## config.mk

```make
export PLATFORM = sky130hd
export DESIGN_NAME = exec_unit
export DESIGN_NICKNAME = d
export VERILOG_FILES = /design/src/logic/exec_pkg.sv /design/src/logic/exec_if.sv /design/src/logic/int_alu.sv /design/src/logic/seq_divider.sv /design/src/logic/exec_writeback.sv /design/src/logic/exec_unit.sv
export VERILOG_INCLUDE_DIRS = /design/src /design/src/include
export SDC_FILE = /design/constraint.sdc
export NUM_CORES = 1
export LEC_CHECK = 0
export CORE_MARGIN = 2
export CORE_UTILIZATION = 50
export CTS_BUF_LIST = sky130_fd_sc_hd__clkbuf_8
export DETAILED_ROUTE_END_ITERATION = 12
export DONT_BUFFER_PORTS = 1
export PLACE_DENSITY_LB_ADDON = 0.1
export SYNTH_ARGS = -nofsm -noshare
export SYNTH_HDL_FRONTEND = slang
export SYNTH_SLANG_ARGS = --single-unit
```

## constraint.sdc

```tcl
create_clock -name clk -period 10.31 [get_ports clk]
set_input_delay 1.5465 -clock clk [delete_from_list [all_inputs] [get_ports clk]]
set_output_delay 1.5465 -clock clk [all_outputs]
set_load 0.005 [all_outputs]
```

## src/include/exec_settings.svh

```systemverilog
`ifndef EXEC_SETTINGS_SVH
`define EXEC_SETTINGS_SVH

// --------------------------------------------------
// Data path sizing
// --------------------------------------------------

// Width of operands and results
`define XLEN 32

// Width of a register file address
`define REG_AW 5

`endif

```

## src/logic/exec_pkg.sv

```systemverilog
package exec_pkg;

  // --------------------------------------------------
  // Unit selection
  // --------------------------------------------------

  typedef enum logic [0:0] {
    UNIT_ALU = 1'b0,
    UNIT_DIV = 1'b1
  } unit_e;

  // --------------------------------------------------
  // Operation codes
  // --------------------------------------------------

  typedef enum logic [3:0] {
    ADD  = 4'd0,
    SUB  = 4'd1,
    AND  = 4'd2,
    OR   = 4'd3,
    XOR  = 4'd4,
    SLL  = 4'd5,
    SRL  = 4'd6,
    SRA  = 4'd7,
    SLT  = 4'd8,
    SLTU = 4'd9,
    LUI  = 4'd10  // Immediate goes straight to the result
  } alu_op_e;

  typedef enum logic [1:0] {
    DIV  = 2'd0,
    DIVU = 2'd1,
    REM  = 2'd2,
    REMU = 2'd3
  } div_op_e;

  // --------------------------------------------------
  // Operation word and its two views
  // --------------------------------------------------

  typedef struct packed {
    alu_op_e op;
    logic    use_imm;  // Second operand comes from imm instead of rdata2
  } alu_ctrl_t;

  typedef struct packed {
    logic [2:0] rsvd;
    div_op_e    op;
  } div_ctrl_t;

  // The unit field of the operation tells which view holds
  typedef union packed {
    alu_ctrl_t alu;
    div_ctrl_t div;
  } op_word_u;

endpackage

```

## src/logic/exec_if.sv

```systemverilog
`include "exec_settings.svh"

interface exec_if import exec_pkg::*; ();

  logic             enable;
  logic [`XLEN-1:0] rdata1;
  logic [`XLEN-1:0] rdata2;
  logic [`XLEN-1:0] imm;
  op_word_u         op;
  logic [`XLEN-1:0] result;
  logic             done;

  // Stage side, hands out an operation and collects its result
  modport issue (
    output enable,
    output rdata1,
    output rdata2,
    output imm,
    output op,
    input  result,
    input  done
  );

  // Functional unit side
  modport unit (
    input  enable,
    input  rdata1,
    input  rdata2,
    input  imm,
    input  op,
    output result,
    output done
  );

endinterface

```

## src/logic/int_alu.sv

```systemverilog
`include "exec_settings.svh"

module int_alu import exec_pkg::*; (
  input logic  clk,
  exec_if.unit bus
);

  alu_ctrl_t        ctrl;
  logic [`XLEN-1:0] op_a;
  logic [`XLEN-1:0] op_b;
  logic [4:0]       shamt;
  logic [`XLEN-1:0] res;

  assign ctrl  = bus.op.alu;
  assign op_a  = bus.rdata1;
  assign op_b  = ctrl.use_imm ? bus.imm : bus.rdata2;
  assign shamt = op_b[4:0];  // Only the low bits count for shifts

  // --------------------------------------------------
  // Operation select
  // --------------------------------------------------

  always_comb begin
    case (ctrl.op)
      ADD: begin
        res = op_a + op_b;
      end
      SUB: begin
        res = op_a - op_b;
      end
      AND: begin
        res = op_a & op_b;
      end
      OR: begin
        res = op_a | op_b;
      end
      XOR: begin
        res = op_a ^ op_b;
      end
      SLL: begin
        res = op_a << shamt;
      end
      SRL: begin
        res = op_a >> shamt;
      end
      SRA: begin
        res = $signed(op_a) >>> shamt;
      end
      SLT: begin
        res = {{(`XLEN-1){1'b0}}, $signed(op_a) < $signed(op_b)};
      end
      SLTU: begin
        res = {{(`XLEN-1){1'b0}}, op_a < op_b};
      end
      LUI: begin
        res = bus.imm;  // Upper immediate arrives already shifted
      end
      default: begin
        res = '0;
      end
    endcase
  end

  assign bus.result = res;
  assign bus.done   = 1'b1;  // Single cycle, the result is always there

endmodule

```

## src/logic/seq_divider.sv

```systemverilog
`include "exec_settings.svh"

module seq_divider import exec_pkg::*; (
  input logic  clk,
  input logic  rst,
  input logic  abort,
  exec_if.unit bus
);

  localparam int CW = $clog2(`XLEN);

  logic             busy;
  logic             fin;
  logic [CW-1:0]    count;
  div_op_e          op_q;
  logic             neg_q;
  logic             neg_r;
  logic [`XLEN-1:0] quo;
  logic [`XLEN-1:0] rem;
  logic [`XLEN-1:0] divisor;

  div_ctrl_t        ctrl;
  logic             is_signed;
  logic             a_neg;
  logic             b_neg;
  logic [`XLEN-1:0] abs_a;
  logic [`XLEN-1:0] abs_b;
  logic [`XLEN:0]   partial;
  logic [`XLEN:0]   diff;
  logic [`XLEN-1:0] q_fix;
  logic [`XLEN-1:0] r_fix;

  // --------------------------------------------------
  // Operand preparation
  // --------------------------------------------------

  assign ctrl      = bus.op.div;
  assign is_signed = (ctrl.op == DIV) || (ctrl.op == REM);
  assign a_neg     = is_signed & bus.rdata1[`XLEN-1];
  assign b_neg     = is_signed & bus.rdata2[`XLEN-1];
  assign abs_a     = a_neg ? -bus.rdata1 : bus.rdata1;
  assign abs_b     = b_neg ? -bus.rdata2 : bus.rdata2;

  // One restoring step, remainder shifted left with the next dividend bit
  assign partial = {rem, quo[`XLEN-1]};
  assign diff    = partial - {1'b0, divisor};

  // --------------------------------------------------
  // Control
  // --------------------------------------------------

  always_ff @(posedge clk) begin
    if (!rst) begin
      busy  <= 1'b0;
      fin   <= 1'b0;
      count <= '0;
    end else if (abort) begin
      busy  <= 1'b0;
      fin   <= 1'b0;
      count <= '0;
    end else begin
      fin <= 1'b0;
      if (bus.enable) begin
        busy  <= 1'b1;
        count <= '0;
      end else if (busy) begin
        count <= count + 1'b1;
        if (count == CW'(`XLEN-1)) begin
          busy <= 1'b0;
          fin  <= 1'b1;  // Last step taken
        end
      end
    end
  end

  // --------------------------------------------------
  // Data path
  // --------------------------------------------------

  always_ff @(posedge clk) begin
    if (bus.enable) begin
      quo     <= abs_a;
      rem     <= '0;
      divisor <= abs_b;
      op_q    <= ctrl.op;
      // A zero divisor must leave the all-ones quotient unsigned
      neg_q   <= (a_neg ^ b_neg) & (|bus.rdata2);
      neg_r   <= a_neg;
    end else if (busy) begin
      if (!diff[`XLEN]) begin
        rem <= diff[`XLEN-1:0];
        quo <= {quo[`XLEN-2:0], 1'b1};
      end else begin
        rem <= partial[`XLEN-1:0];
        quo <= {quo[`XLEN-2:0], 1'b0};
      end
    end
  end

  assign q_fix = neg_q ? -quo : quo;
  assign r_fix = neg_r ? -rem : rem;

  assign bus.result = ((op_q == REM) || (op_q == REMU)) ? r_fix : q_fix;
  assign bus.done   = fin;

endmodule

```

## src/logic/exec_writeback.sv

```systemverilog
`include "exec_settings.svh"

module exec_writeback import exec_pkg::*; (
  input  logic               clk,
  input  logic               rst,
  input  logic               in_valid,
  output logic               in_ready,
  input  unit_e              in_unit,
  input  op_word_u           in_op,
  input  logic [`REG_AW-1:0] in_waddr,
  input  logic [`XLEN-1:0]   in_rdata1,
  input  logic [`XLEN-1:0]   in_rdata2,
  input  logic [`XLEN-1:0]   in_imm,
  input  logic               flush,
  output logic               out_valid,
  input  logic               out_ready,
  output logic [`REG_AW-1:0] out_waddr,
  output logic [`XLEN-1:0]   out_wdata,
  output logic               out_wren,
  output logic               div_abort,
  exec_if.issue              alu,
  exec_if.issue              div
);

  logic               full;
  logic               div_start;
  unit_e              held_unit;
  op_word_u           held_op;
  logic [`REG_AW-1:0] held_waddr;
  logic [`XLEN-1:0]   held_rdata1;
  logic [`XLEN-1:0]   held_rdata2;
  logic [`XLEN-1:0]   held_imm;

  op_word_u           v_op;
  logic [`XLEN-1:0]   v_rdata1;
  logic [`XLEN-1:0]   v_rdata2;
  logic [`XLEN-1:0]   v_imm;
  logic               accept;
  logic               alu_done;
  logic               div_done;
  logic               out_fire;

  assign in_ready  = ~full;  // One operation in flight at most
  assign accept    = in_valid & in_ready;
  assign out_fire  = out_valid & out_ready;
  assign div_abort = flush;

  assign alu_done = accept & (in_unit == UNIT_ALU) & alu.done;
  assign div_done = full & (held_unit == UNIT_DIV) & div.done & ~out_valid;

  // --------------------------------------------------
  // Unit dispatch
  // --------------------------------------------------

  // The incoming operation feeds the units until the stage holds one
  assign v_op     = full ? held_op : in_op;
  assign v_rdata1 = full ? held_rdata1 : in_rdata1;
  assign v_rdata2 = full ? held_rdata2 : in_rdata2;
  assign v_imm    = full ? held_imm : in_imm;

  assign alu.enable = accept & (in_unit == UNIT_ALU);
  assign alu.rdata1 = v_rdata1;
  assign alu.rdata2 = v_rdata2;
  assign alu.imm    = v_imm;
  assign alu.op     = v_op;

  assign div.enable = div_start;  // One cycle after the divide was taken
  assign div.rdata1 = v_rdata1;
  assign div.rdata2 = v_rdata2;
  assign div.imm    = v_imm;
  assign div.op     = v_op;

  // --------------------------------------------------
  // Stage and output control
  // --------------------------------------------------

  always_ff @(posedge clk) begin
    if (!rst) begin
      full      <= 1'b0;
      div_start <= 1'b0;
      out_valid <= 1'b0;
      out_wren  <= 1'b0;
    end else begin
      div_start <= 1'b0;
      if (flush || out_fire) begin
        full      <= 1'b0;
        out_valid <= 1'b0;
        out_wren  <= 1'b0;
      end else if (div_done) begin
        out_valid <= 1'b1;
        out_wren  <= |held_waddr;  // x0 is never written
      end
      // An empty stage takes a new operation even during a flush
      if (accept) begin
        full <= 1'b1;
        if (in_unit == UNIT_DIV) begin
          div_start <= 1'b1;
        end
      end
      if (alu_done) begin
        out_valid <= 1'b1;
        out_wren  <= |in_waddr;
      end
    end
  end

  always_ff @(posedge clk) begin
    if (accept) begin
      held_unit   <= in_unit;
      held_op     <= in_op;
      held_waddr  <= in_waddr;
      held_rdata1 <= in_rdata1;
      held_rdata2 <= in_rdata2;
      held_imm    <= in_imm;
    end
    if (alu_done) begin
      out_waddr <= in_waddr;
      out_wdata <= alu.result;
    end else if (div_done) begin
      out_waddr <= held_waddr;
      out_wdata <= div.result;
    end
  end

endmodule

```

## src/logic/exec_unit.sv

```systemverilog
`include "exec_settings.svh"

module exec_unit import exec_pkg::*; (
  input  logic               clk,
  input  logic               rst,
  input  logic               in_valid,
  output logic               in_ready,
  input  unit_e              in_unit,
  input  op_word_u           in_op,
  input  logic [`REG_AW-1:0] in_waddr,
  input  logic [`XLEN-1:0]   in_rdata1,
  input  logic [`XLEN-1:0]   in_rdata2,
  input  logic [`XLEN-1:0]   in_imm,
  input  logic               flush,
  output logic               out_valid,
  input  logic               out_ready,
  output logic [`REG_AW-1:0] out_waddr,
  output logic [`XLEN-1:0]   out_wdata,
  output logic               out_wren
);

  logic div_abort;

  exec_if alu_bus ();
  exec_if div_bus ();

  // --------------------------------------------------
  // Stage register and the two units beside it
  // --------------------------------------------------

  exec_writeback u_writeback (
    .clk       (clk),
    .rst       (rst),
    .in_valid  (in_valid),
    .in_ready  (in_ready),
    .in_unit   (in_unit),
    .in_op     (in_op),
    .in_waddr  (in_waddr),
    .in_rdata1 (in_rdata1),
    .in_rdata2 (in_rdata2),
    .in_imm    (in_imm),
    .flush     (flush),
    .out_valid (out_valid),
    .out_ready (out_ready),
    .out_waddr (out_waddr),
    .out_wdata (out_wdata),
    .out_wren  (out_wren),
    .div_abort (div_abort),
    .alu       (alu_bus.issue),
    .div       (div_bus.issue)
  );

  int_alu u_alu (
    .clk (clk),
    .bus (alu_bus.unit)
  );

  seq_divider u_divider (
    .clk   (clk),
    .rst   (rst),
    .abort (div_abort),
    .bus   (div_bus.unit)
  );

endmodule

```

Word-level counts from Yosys, hierarchy flattened

Cells that the tools add are included.

Flip-flop bits (word level): 255
Latch bits: 0
Memory bits (writable): 0
Memory bits (read-only): 0
Logic and storage cells: 114
Memories kept: 0

Add/sub/neg operators: 8
Multipliers: 0
Div/mod/pow operators: 0
Magnitude comparators: 2
Equal/unequal tests: 14
Shift-type cells: 3
Mux-type cells: 32
Bitwise operators: 18
Reduce and logical (&&, ||, !) cells: 16

Operators by type and width:

| operator                                                        | number |
|---|---|
| 32-bit 2-to-1 mux                                               | 14 |
| 32-bit one-hot mux with 11 select lines                         | 1 |
| 32-bit negation                                                 | 4 |
| 32-bit less-than comparator                                     | 2 |
| 33-bit by 32-bit subtractor with 33-bit output                  | 1 |
| 32-bit adder                                                    | 1 |
| 32-bit AND                                                      | 1 |
| 32-bit bitwise OR                                               | 1 |
| 32-bit OR reduction                                             | 1 |
| 32-bit by 5-bit << shifter with 32-bit output                   | 1 |
| 32-bit by 5-bit >> shifter with 32-bit output                   | 1 |
| 32-bit by 5-bit >>> shifter with 32-bit output                  | 1 |
| 32-bit subtractor                                               | 1 |
| 32-bit bitwise XOR                                              | 1 |
| 4-bit by 3-bit == test with 1-bit output, second input constant | 4 |
| 5-bit 2-to-1 mux                                                | 3 |
| 1-bit 2-to-1 mux                                                | 14 |
| 4-bit == test, second input constant                            | 3 |
| 5-bit OR reduction                                              | 2 |
| 1-bit AND                                                       | 9 |
| 4-bit by 2-bit == test with 1-bit output, second input constant | 2 |
| 2-bit == test, second input constant                            | 3 |
| 2-bit nonzero test                                              | 3 |
| 5-bit by 1-bit adder with 5-bit output, second input constant   | 1 |
| other kinds (12)                                                | 18 |

Logic depth before layout (Yosys ltp)

Depth after elaboration: 6
Gate-level depth with buffers: 24

By module

A second synthesis with hierarchy kept.

Cells, all modules: 2992
Area total of the unflattened synthesis: 25303.0 sq um

Modules (own cells, without submodules):

| module         | instances | cells each | area each (sq um) |
|---|---|---|---|
| int_alu        | 1         | 1360       | 9223.8 |
| seq_divider    | 1         | 1129       | 9077.5 |
| exec_writeback | 1         | 503        | 7001.7 |

Least setup slack after synthesis

No wires, ideal clock.

Kind: input port to flip-flop
From: input port in_valid
To: register u_writeback.out_waddr[0], enable pin
Library setup time: 483 ps
Data arrival time: 8511 ps
Data required time: 9827 ps
Slack: 1317 ps
Stages: 6
Path buffers: 3
Path through: nor2b_1 > nand2b_1 > clkbuf_1 > clkbuf_1 > clkbuf_1 > o21ai_0

Cells in the longest elaborated chain, start to end: 3

RTL lines:

| element                             | line                  | source |
|---|---|---|
| start, declared                     | exec_unit.sv:6        | `input logic in_valid,` |
| 1-bit AND                           | exec_writeback.sv:44  | `assign accept = in_valid & in_ready;` |
| 1-bit AND                           | exec_writeback.sv:48  | `assign alu_done = accept & (in_unit == UNIT_ALU) & alu.done;` |
| 2-bit nonzero test (no source line) | -                     |  |
| end signal, assigned                | exec_writeback.sv:117 | `out_waddr <= in_waddr;` |
| end signal, assigned                | exec_writeback.sv:120 | `out_waddr <= held_waddr;` |
| end, declared                       | exec_writeback.sv:17  | `` output logic [`REG_AW-1:0] out_waddr, `` |

Every way passes these cells.
A chain may end at the register's enable or synchronous reset.

Final worst setup path

From: register u_writeback.full
To: register u_writeback.out_wdata[31] (data pin)

Elaborated cells on any way between the ends: 29

RTL lines:

| element                | line                  | source |
|---|---|---|
| start, declared        | exec_writeback.sv:25  | `logic full;` |
| start signal, assigned | exec_writeback.sv:79  | `full <= 1'b0;` |
| start signal, assigned | exec_writeback.sv:86  | `full <= 1'b0;` |
| start signal, assigned | exec_writeback.sv:95  | `full <= 1'b1;` |
| 1-bit NOT              | exec_writeback.sv:43  | `assign in_ready = ~full;` |
| net in_ready           | exec_unit.sv:7        | `output logic in_ready,` |
| 1-bit AND              | exec_writeback.sv:44  |  |
| 1-bit AND              | exec_writeback.sv:48  |  |
| 32-bit 2-to-1 mux      | exec_writeback.sv:116 | `if (alu_done) begin` |
| end signal, assigned   | exec_writeback.sv:118 | `out_wdata <= alu.result;` |
| end signal, assigned   | exec_writeback.sv:121 | `out_wdata <= div.result;` |
| end, declared          | exec_writeback.sv:18  | `` output logic [`XLEN-1:0] out_wdata, `` |

The timed path passes the listed nets, and every way through them passes these cells.

==> results by group <==
Placed design
  – HPWL after detailed placement: 82.49 mm
  – Port Buf Inserts: 0
  – GP Congestion: 1.097
  – Placed Cells: 3409
  – Area of placed instances: 25020 µm²

Critical path
  – Worst Setup Start Kind: flip-flop
  – Critical Path Fanout Max: 138
  – Slowest CP cell: nor4_1
  – Kind of critical path: flip-flop to flip-flop
  – Crit path top cell by count: nand2_1
  – Critical path's largest stage delay: 1.08 ns
  – Worst EP arrival: 6.88 ns
  – Worst EP required: 10.68 ns
  – Critical path cell sequence: buf_12, inv_1, nand2_1, nand2_1, buf_4, ha_1, a21o_1, a31oi_1, nor4_1, o211ai_1, a21oi_1, o41ai_1, xnor2_1, a211oi_1, o221ai_1
  – Crit end category: flip-flop
  – Reg2reg path depth: 15

Run
  – Max_cap viols: 0

CTS
  – H-Tree Level Count: 2
  – Hold_buf cts: 0
  – Worst-case clock buffer depth: 3
  – CTS root buf: clkbuf_8
  – TritonCTS clock tree: built
  – Post-cts repair resize count: 0
  – Clk_lat worst skew: 0.67 ns
  – Postcts setup bufs: 0
  – Num CTS Buffers: 49
  – Clk sinks: 254
  – Reg clk slew, reported paths: 0.06 ns

Yosys
  – Syn Area/Cell: 8.551 µm²
  – Cell Area, Synth: 24660 µm²
  – Ys async rst share: 0%
  – Yosys reg bits: 254
  – YS warnings: 0
  – Synth cell types: 104
  – Net Count, Synth: 3139
  – Post-synthesis sequential area ratio: 29.18%
  – EDFF count, synth: 211
  – Main synth FF type: edfxtp_1
  – Synth Instances: 2884

Power
  – Pwr per Cell Area: 166.9 nW/µm²
  – Static leakage: 10.00 nW
  – Final Power: 0.004357 W
  – Peak VDD IR: 0.1140 mV

Drt
  – Drt wl/cell: 30.76 µm
  – DR vias/cell: 6.798
  – Drc violations: 0
  – Post-route ant nets: 0
  – Drt total wl: 107.8 mm
  – Drt pass-1 iters: 6
  – Vias: 23828
  – Initial DRC count: 3125

Global routing
  – Total congestion overflow: 0
  – All-Layer GR Usage: 41.19%
  – First-pass GRT wire length: 152.2 mm
  – Vias in the first global route: 21975
  – Largest net degree at the start of global routing: 139
  – Initial antenna violation count: 4

Finish
  – Area growth, synth to finish: 5.870%
  – Final Instance Area: 26110 µm²
  – Final Util: 53.45%
  – Post-route insts no fill: 3505
  – Number of fill cells: 4630
  – Multi-input gate area: 16060 µm²
  – Layout cells sized above 1: 10.19%
  – Register area: 7206 µm²
  – Final Net Count: 3051

Timing
  – Final setup vio count: 0
  – Min Clock Period, post-route: 6.504 ns
  – Slew @ Worst Pin: 1.413 ns
  – Setup TNS Final: 0 ns
  – Crit share post-route: 63.09%
  – Final Hold Vio Count: 0
  – Unrepaired setup endpoints after global routing: no
  – Max-slew violations: 0
  – Fmax: 153.7 MHz
  – Final Skew: 0.03820 ns
  – Max-slew headroom: 3.332%

Hold path
  – Hold Path Cell Cnt: 2
  – HP Class: flip-flop to flip-flop

Floorplan
  – Core footprint: 48850 µm²
  – Starting density of the core: 50.49%
  – Boundary Pins: 152
  – Die width: 226.1 µm
  – Die ar.: 51120 µm²
  – Die Height: 226.1 µm
  – Row count: 81

Status
  – Status: completed
[worst max-delay path, delay by kind of cell, from the launching register on]
| kind | cells | cell delay (ns) |
|---|---|---|
| AO/OA/AOI/OAI | 7 | 1.42 |
| XOR/XNOR | 1 | 0.15 |
| adder cells (fa/ha/maj) | 1 | 0.50 |
| buffers and inverters | 3 | 1.63 |
| flip-flops | 1 | 0.83 |
| AND/OR/NAND/NOR | 3 | 1.38 |
[final timing paths]
kind,start,endpoint,slack (ns)
max,u_writeback.full,u_writeback.out_wdata[31],3.81
min,u_divider.count[4],u_divider.count[4],0.51
max reg2reg,u_writeback.full,u_writeback.out_wdata[31],3.81
min reg2reg,u_divider.count[4],u_divider.count[4],0.51
[registers in the layout, indices dropped and copies added (netlist names), 5 cells and up]
name                     count
u_writeback.held_op          5
u_divider.rem               32
u_writeback.out_wdata       32
u_writeback.held_rdata1     32
u_divider.divisor           32
u_writeback.out_waddr        5
u_writeback.held_rdata2     32
u_writeback.held_waddr       5
u_writeback.held_imm        32
u_divider.quo               32
u_divider.count              5
[stage by stage]
step | setup slack [ns] | hold WS [ns]
global route | 3.663 | 0.5468
detailed placement | 3.857 | 0.4999
floorplan | 1.317 | 0.4673
finish | 3.806 | 0.5137
CTS | 4.113 | 0.5138
global placement | 3.918 | 0.4810
[cell type report]
class / instances / share of cell area [%]
clock buffer: 53 / 2.794
sequential: 254 / 27.60
tap: 664 / 3.182
multi-input combinational: 2291 / 61.49
timing repair buffer: 43 / 1.284
antenna: 4 / 0.03834
clock inverter: 39 / 1.337
inverter: 157 / 2.276
[kinds of logic (layout without fill, tap and decap cells)]
kind of cell    count (synthesis)  after routing  share of synthesized area [%]
compound gates                857            857                          23.22
simple gates                  828            828                          15.54
buf+inv                       339            292                          5.875
mux                           303            303                          13.13
flops                         254            254                          29.18
xor+xnor                      160            160                          5.713
fa+ha+maj                     143            143                          7.346
other cells                     0              4                              0
[layout by cell type (no fill, tap or decap), drive strengths merged, types with 44 or more instances in the layout]
| master | Yosys | final |
|---|---|---|
| nand2 | 268 | 268 |
| nor2 | 260 | 260 |
| edfxtp | 211 | 211 |
| mux2i | 207 | 207 |
| a21oi | 203 | 203 |
| o21ai | 187 | 187 |
| inv | 155 | 164 |
| ha | 140 | 140 |
| xnor2 | 99 | 99 |
| mux2 | 93 | 93 |
| nor3 | 78 | 78 |
| xor2 | 61 | 61 |
| clkbuf | 117 | 53 |
| nand3 | 47 | 47 |
| o22ai | 44 | 44 |
[per-layer routing]
| layer | vias to the layer above | GRT usage, % | part of all wire, % |
|---|---|---|---|
| li1 | 10531 | - | - |
| met5 | - | 0 | 0.033 |
| met1 | 11465 | 52.54 | 39 |
| met4 | 6 | 22.71 | 6.3 |
| met3 | 289 | 12.65 | 12 |
| met2 | 1537 | 62.01 | 43 |
[power by group]
| group | switching (W) | leakage, nW | internal, W | total, W |
|---|---|---|---|---|
| Sequential | 0.000127 | 2.34 | 0.00121 | 0.00134 |
| Clock | 0.000512 | 0.570 | 0.000632 | 0.00114 |
| Combinational | 0.00124 | 7.09 | 0.000635 | 0.00187 |
| Total | 0.00188 | 10.0 | 0.00248 | 0.00436 |
[synth_stat cells, types with 22 or more instances]
library cell	instances	area (µm²)
buf_2	31	155.2
a311oi_1	31	271.5
a31oi_1	30	187.7
nand2b_1	33	206.5
o31ai_1	30	225.2
xor2_1	61	534.3
xnor2_1	98	858.3
nor2_1	259	972.2
o21ai_0	184	920.9
nand2_1	265	994.7
o211ai_1	40	300.3
o21a_1	32	240.2
clkbuf_1	117	439.2
edfxtp_1	211	6336
a21o_1	29	217.7
or3_1	22	137.6
a21oi_1	203	1016
mux2_2	86	968.4
inv_1	147	551.8
dfxtp_1	43	860.8
mux2i_1	204	2042
o22ai_1	43	269.0
nor3_1	75	375.4
a211oi_1	26	195.2
ha_1	140	1752
nand3_1	47	235.2
Note: power is estimated with default switching activity, not from simulation.
